<file path="src/include/cpu_macros.svh">
`ifndef CPU_MACROS_SVH
`define CPU_MACROS_SVH

// Data byte and bus address widths
`define CPU_DATA_W 8
`define CPU_ADDR_W 8

// Decoded instruction code
`define CPU_OP_W 6

// One-hot addressing mode
`define CPU_AM_W 4

// T0 to T6 within a phase
`define CPU_TIME_W 3

`endif
</file>
<file path="src/hw/cpuPkg.sv">
`default_nettype none

`include "cpu_macros.svh"

package cpuPkg;

    // Each instruction alternates between these two phases
    typedef enum logic {
        ADDRESS     = 1'b0,
        INSTRUCTION = 1'b1
    } phaseT;

    typedef enum logic [`CPU_TIME_W-1:0] {
        T0 = 3'd0,
        T1 = 3'd1,
        T2 = 3'd2,
        T3 = 3'd3,
        T4 = 3'd4,
        T5 = 3'd5,
        T6 = 3'd6
    } timeStateT;

    // Order follows opcode bits 7 to 4
    typedef enum logic [`CPU_OP_W-1:0] {
        NOP = 6'd0,
        LDA = 6'd1,
        STA = 6'd2,
        ADD = 6'd3,
        SUB = 6'd4,
        AND = 6'd5,
        ORA = 6'd6,
        XOR = 6'd7,
        JMP = 6'd8,
        BEQ = 6'd9,
        HLT = 6'd10
    } opT;

    typedef enum logic [`CPU_AM_W-1:0] {
        IMPLIED   = 4'b0001,
        IMMEDIATE = 4'b0010,
        ABSOLUTE  = 4'b0100,
        INDIRECT  = 4'b1000
    } addrModeT;

    // Sequencer state shared by address generator and execute unit
    typedef struct packed {
        phaseT     phase;
        timeStateT timeState;
        opT        instruction;
        addrModeT  addrMode;
    } seqStateT;

    typedef struct packed {
        logic [`CPU_ADDR_W-1:0] addr;
        logic [`CPU_DATA_W-1:0] wdata;
        logic                   we;
    } memBusT;

endpackage

`default_nettype wire

</file>
<file path="src/hw/cpuTop.sv">
`default_nettype none

`include "cpu_macros.svh"

module cpuTop (
    input  wire logic                   clk,
    input  wire logic                   nrst,
    input  wire logic                   memReady,
    input  wire logic [`CPU_DATA_W-1:0] memRdata,
    output cpuPkg::memBusT              memBus,
    output logic                        halted
);

    cpuPkg::opT             decodedInstruction;
    cpuPkg::addrModeT       decodedAddress;
    cpuPkg::seqStateT       seqState;
    logic                   getInstruction;
    logic                   endAddressing;
    logic                   pcLoad;
    logic                   memWe;
    logic [`CPU_ADDR_W-1:0] effAddr;
    logic [`CPU_ADDR_W-1:0] memAddr;
    logic [`CPU_DATA_W-1:0] memWdata;

    opcodeDecoder decoder (
        .memRdata           (memRdata),
        .decodedInstruction (decodedInstruction),
        .decodedAddress     (decodedAddress)
    );

    timingSequencer sequencer (
        .clk                (clk),
        .nrst               (nrst),
        .memReady           (memReady),
        .getInstruction     (getInstruction),
        .endAddressing      (endAddressing),
        .decodedInstruction (decodedInstruction),
        .decodedAddress     (decodedAddress),
        .seqState           (seqState)
    );

    addressGenerator addrGen (
        .clk            (clk),
        .nrst           (nrst),
        .memReady       (memReady),
        .seqState       (seqState),
        .memRdata       (memRdata),
        .getInstruction (getInstruction),
        .pcLoad         (pcLoad),
        .endAddressing  (endAddressing),
        .effAddr        (effAddr),
        .memAddr        (memAddr)
    );

    executeUnit execUnit (
        .clk            (clk),
        .nrst           (nrst),
        .memReady       (memReady),
        .seqState       (seqState),
        .memRdata       (memRdata),
        .effAddr        (effAddr),
        .memWdata       (memWdata),
        .memWe          (memWe),
        .pcLoad         (pcLoad),
        .getInstruction (getInstruction),
        .halted         (halted)
    );

    // Single byte-wide bus to the outside memory
    assign memBus.addr  = memAddr;
    assign memBus.wdata = memWdata;
    assign memBus.we    = memWe;

endmodule

`default_nettype wire

</file>
<file path="src/hw/executeUnit.sv">
`default_nettype none

`include "cpu_macros.svh"

module executeUnit (
    input  wire logic                   clk,
    input  wire logic                   nrst,
    input  wire logic                   memReady,
    input  cpuPkg::seqStateT            seqState,
    input  wire logic [`CPU_DATA_W-1:0] memRdata,
    input  wire logic [`CPU_ADDR_W-1:0] effAddr,
    output logic [`CPU_DATA_W-1:0]      memWdata,
    output logic                        memWe,
    output logic                        pcLoad,
    output logic                        getInstruction,
    output logic                        halted
);

    logic [`CPU_DATA_W-1:0] acc;
    logic [`CPU_DATA_W-1:0] aluResult;
    logic                   zeroFlag;
    logic                   inExec;
    logic                   opCycle;
    logic                   writesAcc;
    cpuPkg::opT             instr;

    assign instr   = seqState.instruction;
    assign inExec  = (seqState.phase == cpuPkg::INSTRUCTION);
    // Operand, store and jump work all happen at INSTRUCTION T0
    assign opCycle = inExec && (seqState.timeState == cpuPkg::T0);

    always_comb begin : alu
        writesAcc = 1'b1;
        case (instr)
            cpuPkg::LDA: aluResult = memRdata;
            cpuPkg::ADD: aluResult = acc + memRdata;
            cpuPkg::SUB: aluResult = acc - memRdata;
            cpuPkg::AND: aluResult = acc & memRdata;
            cpuPkg::ORA: aluResult = acc | memRdata;
            cpuPkg::XOR: aluResult = acc ^ memRdata;
            default: begin
                aluResult = acc;
                writesAcc = 1'b0;
            end
        endcase
    end

    assign memWdata = acc;
    assign memWe    = opCycle && (instr == cpuPkg::STA) && memReady;
    assign pcLoad   = opCycle && ((instr == cpuPkg::JMP) ||
                                  (instr == cpuPkg::BEQ && zeroFlag));

    // NOP fetches right away; HLT never fetches
    assign getInstruction = inExec && (instr != cpuPkg::HLT) &&
                            ((instr == cpuPkg::NOP) || (seqState.timeState == cpuPkg::T1));

    always_ff @(posedge clk, negedge nrst) begin : accReg
        if (!nrst) begin
            acc      <= '0;
            zeroFlag <= 1'b1;
        end else if (memReady && opCycle && writesAcc) begin
            acc      <= aluResult;
            zeroFlag <= (aluResult == '0);
        end
    end

    always_ff @(posedge clk, negedge nrst) begin : haltReg
        if (!nrst) begin
            halted <= 1'b0;
        end else if (memReady && inExec && instr == cpuPkg::HLT) begin
            halted <= 1'b1;
        end
    end

endmodule

`default_nettype wire

</file>
<file path="src/hw/addressGenerator.sv">
`default_nettype none

`include "cpu_macros.svh"

module addressGenerator (
    input  wire logic                   clk,
    input  wire logic                   nrst,
    input  wire logic                   memReady,
    input  cpuPkg::seqStateT            seqState,
    input  wire logic [`CPU_DATA_W-1:0] memRdata,
    input  wire logic                   getInstruction,
    input  wire logic                   pcLoad,
    output logic                        endAddressing,
    output logic [`CPU_ADDR_W-1:0]      effAddr,
    output logic [`CPU_ADDR_W-1:0]      memAddr
);

    logic [`CPU_ADDR_W-1:0] pc;
    logic [`CPU_ADDR_W-1:0] pointer;
    logic                   addrFirst;
    logic                   indirectSecond;
    logic                   hasOperand;

    assign addrFirst = (seqState.phase == cpuPkg::ADDRESS) &&
                       (seqState.timeState == cpuPkg::T0);
    assign indirectSecond = (seqState.phase == cpuPkg::ADDRESS) &&
                            (seqState.timeState == cpuPkg::T1) &&
                            (seqState.addrMode == cpuPkg::INDIRECT);
    assign hasOperand = (seqState.addrMode != cpuPkg::IMPLIED);

    // Indirect needs a second cycle to follow the pointer
    assign endAddressing = (addrFirst && (seqState.addrMode == cpuPkg::IMMEDIATE ||
                                          seqState.addrMode == cpuPkg::ABSOLUTE)) ||
                           indirectSecond;

    // Bus address source
    always_comb begin : addrSelect
        if (getInstruction || addrFirst) begin
            memAddr = pc;
        end else if (indirectSecond) begin
            memAddr = pointer;
        end else begin
            memAddr = effAddr;
        end
    end

    always_ff @(posedge clk, negedge nrst) begin : pcReg
        if (!nrst) begin
            pc <= '0;
        end else if (memReady) begin
            if (pcLoad) begin
                pc <= effAddr;
            end else if (getInstruction || (addrFirst && hasOperand)) begin
                pc <= pc + 1'b1;
            end
        end
    end

    always_ff @(posedge clk, negedge nrst) begin : effAddrReg
        if (!nrst) begin
            effAddr <= '0;
        end else if (memReady) begin
            if (addrFirst && seqState.addrMode == cpuPkg::IMMEDIATE) begin
                // Operand is the byte right after the opcode
                effAddr <= pc;
            end else if ((addrFirst && seqState.addrMode == cpuPkg::ABSOLUTE) ||
                         indirectSecond) begin
                effAddr <= memRdata;
            end
        end
    end

    always_ff @(posedge clk) begin : pointerReg
        if (memReady && addrFirst && seqState.addrMode == cpuPkg::INDIRECT) begin
            pointer <= memRdata;
        end
    end

endmodule

`default_nettype wire

</file>
<file path="src/hw/timingSequencer.sv">
`default_nettype none

module timingSequencer (
    input  wire logic         clk,
    input  wire logic         nrst,
    input  wire logic         memReady,
    input  wire logic         getInstruction,
    input  wire logic         endAddressing,
    input  cpuPkg::opT        decodedInstruction,
    input  cpuPkg::addrModeT  decodedAddress,
    output cpuPkg::seqStateT  seqState
);

    cpuPkg::seqStateT nextState;
    logic             noAddressing;

    // Implied instructions skip straight into the INSTRUCTION phase
    assign noAddressing = (seqState.addrMode == cpuPkg::IMPLIED);

    always_comb begin : nextTiming
        nextState = seqState;

        if (endAddressing) begin
            // Last addressing cycle
            nextState.phase     = cpuPkg::INSTRUCTION;
            nextState.timeState = cpuPkg::T0;
        end else if (getInstruction) begin
            // Fetch cycle ends the instruction
            nextState.phase     = cpuPkg::ADDRESS;
            nextState.timeState = cpuPkg::T0;
        end else begin
            case (seqState.timeState)
                cpuPkg::T0: nextState.timeState = cpuPkg::T1;
                cpuPkg::T1: nextState.timeState = cpuPkg::T2;
                cpuPkg::T2: nextState.timeState = cpuPkg::T3;
                cpuPkg::T3: nextState.timeState = cpuPkg::T4;
                cpuPkg::T4: nextState.timeState = cpuPkg::T5;
                cpuPkg::T5: nextState.timeState = cpuPkg::T6;
                default:    nextState.timeState = cpuPkg::T0;
            endcase
        end

        if (seqState.phase == cpuPkg::ADDRESS && noAddressing) begin
            nextState.phase = cpuPkg::INSTRUCTION;
        end

        // Opcode byte is on the bus during the fetch cycle
        if (getInstruction) begin
            nextState.instruction = decodedInstruction;
            nextState.addrMode    = decodedAddress;
        end

        // Stalled bus freezes the whole sequence
        if (!memReady) begin
            nextState = seqState;
        end
    end

    always_ff @(posedge clk, negedge nrst) begin : stateReg
        if (!nrst) begin
            seqState.phase       <= cpuPkg::ADDRESS;
            seqState.timeState   <= cpuPkg::T0;
            seqState.instruction <= cpuPkg::NOP;
            seqState.addrMode    <= cpuPkg::IMPLIED;
        end else begin
            seqState <= nextState;
        end
    end

endmodule

`default_nettype wire

</file>
<file path="src/hw/opcodeDecoder.sv">
`default_nettype none

`include "cpu_macros.svh"

module opcodeDecoder (
    input  wire logic [`CPU_DATA_W-1:0] memRdata,
    output cpuPkg::opT                  decodedInstruction,
    output cpuPkg::addrModeT            decodedAddress
);

    cpuPkg::opT       rawOp;
    cpuPkg::addrModeT rawMode;
    logic             illegal;

    // Upper nibble picks the instruction and unused codes give NOP
    always_comb begin : rawDecode
        case (memRdata[7:4])
            4'd1:    rawOp = cpuPkg::LDA;
            4'd2:    rawOp = cpuPkg::STA;
            4'd3:    rawOp = cpuPkg::ADD;
            4'd4:    rawOp = cpuPkg::SUB;
            4'd5:    rawOp = cpuPkg::AND;
            4'd6:    rawOp = cpuPkg::ORA;
            4'd7:    rawOp = cpuPkg::XOR;
            4'd8:    rawOp = cpuPkg::JMP;
            4'd9:    rawOp = cpuPkg::BEQ;
            4'd10:   rawOp = cpuPkg::HLT;
            default: rawOp = cpuPkg::NOP;
        endcase
        case (memRdata[1:0])
            2'd1:    rawMode = cpuPkg::IMMEDIATE;
            2'd2:    rawMode = cpuPkg::ABSOLUTE;
            2'd3:    rawMode = cpuPkg::INDIRECT;
            default: rawMode = cpuPkg::IMPLIED;
        endcase
    end

    // Combinations with no operand source or no target fold to NOP
    always_comb begin : foldIllegal
        case (rawOp)
            cpuPkg::LDA, cpuPkg::ADD, cpuPkg::SUB,
            cpuPkg::AND, cpuPkg::ORA, cpuPkg::XOR:
                illegal = (rawMode == cpuPkg::IMPLIED);
            cpuPkg::STA, cpuPkg::JMP, cpuPkg::BEQ:
                illegal = (rawMode == cpuPkg::IMPLIED) || (rawMode == cpuPkg::IMMEDIATE);
            default:
                illegal = 1'b0;
        endcase
        decodedInstruction = illegal ? cpuPkg::NOP : rawOp;
        // NOP and HLT never address memory
        if (decodedInstruction == cpuPkg::NOP || decodedInstruction == cpuPkg::HLT) begin
            decodedAddress = cpuPkg::IMPLIED;
        end else begin
            decodedAddress = rawMode;
        end
    end

endmodule

`default_nettype wire

</file>
<file path="config.mk">
export PLATFORM = sky130hd
export DESIGN_NAME = cpuTop
export DESIGN_NICKNAME = d
export VERILOG_FILES = /design/src/hw/cpuPkg.sv /design/src/hw/cpuTop.sv /design/src/hw/executeUnit.sv /design/src/hw/addressGenerator.sv /design/src/hw/timingSequencer.sv /design/src/hw/opcodeDecoder.sv
export VERILOG_INCLUDE_DIRS = /design/src /design/src/include
export SDC_FILE = /design/constraint.sdc
export NUM_CORES = 1
export LEC_CHECK = 0
export ABC_AREA = 1
export BUFFER_PORTS_ARGS = -buffer_cell sky130_fd_sc_hd__buf_2
export CAP_MARGIN = 20
export CORE_AREA = 4 4 96 98
export DETAILED_ROUTE_END_ITERATION = 6
export DIE_AREA = 0 0 100 102
export PLACE_DENSITY_LB_ADDON = 0.08
export SETUP_SLACK_MARGIN = 0.2
export SKIP_CTS_REPAIR_TIMING = 1
export SLEW_MARGIN = 40
export SYNTH_ARGS = -nofsm -noshare
export SYNTH_HDL_FRONTEND = slang
export SYNTH_SLANG_ARGS = --single-unit
</file>
<file path="constraint.sdc">
create_clock -name clk -period 4.1 [get_ports clk]
set_input_delay 0.205 -clock clk [delete_from_list [all_inputs] [get_ports clk]]
set_output_delay 0.205 -clock clk [all_outputs]
set_load 0.005 [all_outputs]
</file>
Word-level counts from Yosys, hierarchy flattened. Memory sizes are Yosys's and may differ from the RTL's. Cells that the tools add are included. Widths: inputs -> output; s select.

$add $sub $neg: 3. Equal/unequal tests: 36. Muxes and demuxes: 17. Bitwise logic cells: 4. Reductions and logical operators: 44.

Operators by type and width (count): $eq 6x3->1 const B (8); $mux 8 (6); $pmux 8 s6 (1); $eq 6x4->1 const B (6); $eq 6x2->1 const B (4); $logic_and 1x1->1 (21); $pmux 3 s6 (1); $eq 6x1->1 const B (2); $logic_not 6->1 (2); $pmux 4 s3 (1); $reduce_or 6->1 (2); $logic_or 1x1->1 (9); $add 8x1->8 const B (1); $add 8x8->8 (1); $and 8x8->8 (1); $eq 4x1->1 const B (2); $eq 4x2->1 const B (2); $logic_not 8->1 (1); $mux 4 (2); $or 8x8->8 (1); $reduce_and 2->1 (4); $sub 8x8->8 (1); $xor 8x8->8 (1); $eq 3x2->1 const B (2); other kinds (17) (22).

Bits in registers: 48. Bits in read-only memories: 64. Input bits: 11. Output and inout port bits: 18. Word-level logic and storage cells: 115. Memories kept: 1.

Memory list: (no name shown) (depth 16, width 4, rd ports 1, clocked after memory_dff 0, write ports 0, RTL line opcodeDecoder.sv:17) `case (memRdata[7:4])`.

Longest topological paths before layout.
Depth after elaboration: 9. Depth in mapped cells: 21. Gate-level depth less buffers: 21.

Modules after synthesis. A second synthesis with hierarchy kept.

Cell total of the unflattened synthesis: 631. Area, all modules: 4264.1 µm².

Modules (own cells, without submodules): executeUnit (instances 1, cells an instance 284, area each 1810.5 µm², seq. area each 251.5 µm²); addressGenerator (instances 1, cells an instance 235, area each 1617.8 µm², seq. area each 640.6 µm²); timingSequencer (instances 1, cells an instance 71, area each 628.1 µm², seq. area each 351.6 µm²); opcodeDecoder (instances 1, cells an instance 40, area each 200.2 µm², seq. area each 0.0 µm²); cpuTop (instances 1, cells an instance 1, area each 7.5 µm², seq. area each 0.0 µm²).

Worst setup path after synthesis. No wires, ideal clock.

Path type: reg2reg. Start: reg sequencer.seqState[4] (netlist name). End: reg execUnit.acc[7], in the netlist execUnit.memWdata[7]. Library setup time: 0.120 ns. Arrival time: 2.113 ns. Data required time: 3.980 ns. Path slack: 1.867 ns. Stages on the path, launching flop included: 17. Buffers on the path: 0. Clock period less this slack: 2.233 ns. Path through: dfrtp_1 > nor2_1 > nand2_2 > o31ai_1 > xor2_1 > inv_1 > ha_1 > nand2_1 > inv_1 > nand2_1 > nand2_1 > a21oi_1 > nand3_1 > nand3_1 > nand2_1 > o21ai_0 > inv_1.

Cells in the longest elaborated chain, start to end: 4. Elaborated cells on any way between the ends: 10. Those cells by class: eq/ne: 6; mux: 2; reduce/logical: 2.

Ends and longest elaborated chain: $eq 6x1->1, or another cell as far along (RTL line executeUnit.sv:34) `case (instr)`; $reduce_or 6->1 (no source line); $mux 1 (RTL line executeUnit.sv:34); $logic_and 1x1->1 (RTL line executeUnit.sv:61) `end else if (memReady && opCycle && writesAcc) begin`; to (signal assigned) (RTL line executeUnit.sv:62) `acc <= aluResult;`; to (decl) (RTL line executeUnit.sv:19) `` logic [`CPU_DATA_W-1:0] acc; ``.

Parallel ways exist; a longest one is shown, timed or not. A chain may end at the register's enable or synchronous reset.

Worst setup path in the final report.
Start: reg sequencer.seqState[6] (netlist name). End: reg execUnit.zeroFlag.

Cells in the longest elaborated chain, start to end: 4. Elaborated cells on any way between the ends: 11. Those cells by class: eq/ne: 6; mux: 2; reduce/logical: 3.

Ends and longest elaborated chain: branches (longest 4 deep; another with $pmux 8 s6); to (signal assigned) (RTL line executeUnit.sv:63) `zeroFlag <= (aluResult == '0);`; to (decl) (RTL line executeUnit.sv:21) `logic zeroFlag;`.

Several ways; the timed one is not identified.

==> out/metrics.csv <==
stage;metric;value;unit
worst_hold_path;Hold Path End;addrGen.pointer[6];
critical_path;CP arrival;3080;ps
grt;GR Util met1;0.266;
clocking;CTS tree;yes;
finish;commonest non-fill, non-tap cells in the layout;nand2_1, inv_1, nor2_1, o21ai_0;
sta;Setup Viol. Count Final;0;
grt;grt peak-use layer;met2;
detailed_routing;Routed Antenna Nets;0;
sta;Final WS setup;1260;ps
clocking;Clock Pin Slew Worst Setup and Hold Paths;90;ps
grt;GRT met3 Usage;0.0246;
yosys;Post-Syn Instances;514;
run_status;status;finished, final reports clean;
detailed_routing;via count;3427;
finish;share of layout cells above drive strength 1;0.131;
critical_path;worst r2r src;sequencer.seqState[6];
floorplan;Vert. Die Dim;102;um
critical_path;Worst setup SP type;flip-flop;
clocking;CTS H-tree lvls;2;
sta;Sum Neg Setup Slack;0;ps
finish;Fill cells;905;
finish;# diodes;0;
detailed_routing;routed vias/inst;5.29;
finish;Final Net Count;580;
worst_hold_path;hold depth;1;
yosys;register bit total from synthesis;46;
grt;total grt overflow;0;
flow_run;# Max-Cap Violations;0;
sta;Tmin final;2840;ps
clocking;CTS root buffer;clkbuf_8;
finish;final instance area;4000;um2
worst_hold_path;hold_sp;memRdata[6];
detailed_routing;initial drt markers;184;
sta;Post-Route Skew;3.95;ps
yosys;post-synth net total;554;
finish;Final Util;0.472;
sta;Worst-Margin Slew;650;ps
sta;RSZ-0062 raised after global routing;no;
yosys;Seq/Total Area, Yosys;0.324;
detailed_routing;DR WL/cell;15.5;um
sta;fmax;0.353;GHz
grt;initial antenna violation count;0;
critical_path;crit path kind;reg -> reg;
grt;pin count of the biggest net entering global routing;39;
grt;number of global-route vias before repair;3233;
sta;Slew Limit Headroom;0.565;
detailed_routing;DRC;0;
critical_path;R2R Path End;execUnit.zeroFlag;
floorplan;# rows;34;
critical_path;Critical Path RT;4350;ps
pwr;Lkg Pwr;0.00194;uW
floorplan;die area;10200;um2
critical_path;Crit. End Element;flip-flop;
critical_path;CP Max Fanout;12;
yosys;area of the mapped netlist;3690;um2
placed_design;placed instance area;3910;um2
floorplan;Starting Density;0.436;
placed_design;dpl ws;1290;ps
clocking;Max clock buf depth;2;
yosys;unique cell type count in the Yosys netlist;43;
placed_design;RD Place Congestion;0.889;
critical_path;setup slack, reg-to-reg;1260;ps
worst_hold_path;Hold WC Path Type;in -> reg;
clocking;Sink Count;46;
detailed_routing;First-pass DRT Iterations;4;
grt;first-pass GRT wire length;16.7;mm
sta;Tcrit/Tclk final;0.692;
detailed_routing;final wirelength;10.1;mm
floorplan;io pins;29;
placed_design;# port buffers;28;
grt;routing usage on met2;0.372;
finish;commonest non-fill, non-tap cell in the layout;nand2_1;
yosys;synth warn;0;
critical_path;R2R cell count;16;
floorplan;Core Region;8470;um2
grt;GRT Total Usage;0.209;
sta;Slew Viols, Final;0;
placed_design;Detailed Place HPWL;7.68;mm
yosys;post-synthesis average cell area;7.18;um2
sta;Final Hold Fails;0;
clocking;clock latency at the later pin of the worst-skew pair;300;ps
finish;Layout area overhead;8.31;%
clocking;Num CTS Buffers;5;
pwr;Cell Pwr Density;652;nW/um2
pwr;VDD IR max;0.259;mV
floorplan;Die W;100;um
-- worst max-delay path: stages (launching register included) --
cell and delay (ps):
dfrtp_1 430, inv_2 100, nor2_2 390, nand2_2 220, o31ai_1 140, xor2_1 200
inv_1 60, ha_1 350, nand2_1 90, or2_2 320, nand3_1 70, nand2_1 50
nand3_1 80, nand2_1 70, nand2_1 70, nand4_1 90, nand2_1 70
-- worst max-delay path by stage --
stage | start | end | slack [ps] | depth (start not counted)
2_1_floorplan | sequencer.seqState[4] | execUnit.memWdata[7] | 1870 | 16
3_3_place_gp | memRdata[0] | execUnit.memWdata[7] | 1290 | 18
3_5_place_dp | sequencer.seqState[6] | execUnit.memWdata[7] | 1290 | 17
4_1_cts | sequencer.seqState[6] | execUnit.zeroFlag | 1260 | 16
5_1_grt | sequencer.seqState[6] | execUnit.memWdata[7] | 960 | 17
6_report | sequencer.seqState[6] | execUnit.zeroFlag | 1260 | 16
-- logic make-up after synthesis --
kind of cell               share of synthesized area
and+or+nand+nor                                0.309
xor gates and xnor gates                      0.0261
adders and majority gates                      0.100
buffers and inverters                         0.0916
AOI/OAI and AO/OA                              0.150
DFF                                            0.324
-- metal layers --
layer | up-vias | wire length (um) | share of wire
met4 | 0 | 173 | 0.017
met2 | 89 | 4950 | 0.49
met1 | 1595 | 4560 | 0.45
li1 | 1729 | - | -
met5 | - | 0 | 0
met3 | 14 | 367 | 0.037
-- registers in the layout, indices dropped and copies added (netlist names) --
signal / count
sequencer.seqState: 12
execUnit.zeroFlag: 1
execUnit.halted: 1
execUnit.memWdata: 8
addrGen.pc: 8
addrGen.effAddr: 8
addrGen.pointer: 8
-- final cells by class --
cell class / instances / area [um2] / area share
well taps: 108 / 135 / 0.0338
clock buffers: 5 / 68.8 / 0.0172
repair buffers: 30 / 160 / 0.0401
inverters: 72 / 270 / 0.0676
clock inverters: 2 / 10.0 / 0.00251
multi-input cells: 385 / 2160 / 0.540
flip-flops and latches: 46 / 1190 / 0.299
-- Yosys cell counts, drive strengths merged --
cell type,n,area share
nor3,7,0.011
nand2,139,0.14
nor4,1,0.0017
a22oi,2,0.0068
o221ai,1,0.0024
xor2,11,0.026
edfxtp,8,0.065
o31ai,2,0.0041
nand4,7,0.012
dfstp,2,0.014
o21a,1,0.0020
nand3,39,0.059
buf,10,0.017
ha,28,0.095
a31oi,8,0.014
fa,1,0.0054
o21bai,1,0.0020
a21oi,16,0.026
a21boi,2,0.0041
clkbuf,1,0.0010
nand3b,5,0.010
a211oi,1,0.0020
o211ai,11,0.024
or2,2,0.0034
o21ai,45,0.063
nor2,55,0.068
clkinv,1,0.0010
dfrtp,36,0.24
inv,71,0.072
-- through the flow --
step	power, uW	std cells	hold WS, ps
2_1_floorplan	1900	514	-90.6
3_3_place_gp	2330	640	393
3_5_place_dp	2340	640	232
4_1_cts	2630	647	-104
5_1_grt	2890	648	209
6_report	2610	648	222
-- power by group --
group	internal, uW	switching, uW
clock	115	162
sequential	628	157
combinational	570	974
No activity file was read; power rests on OpenSTA's default activity.
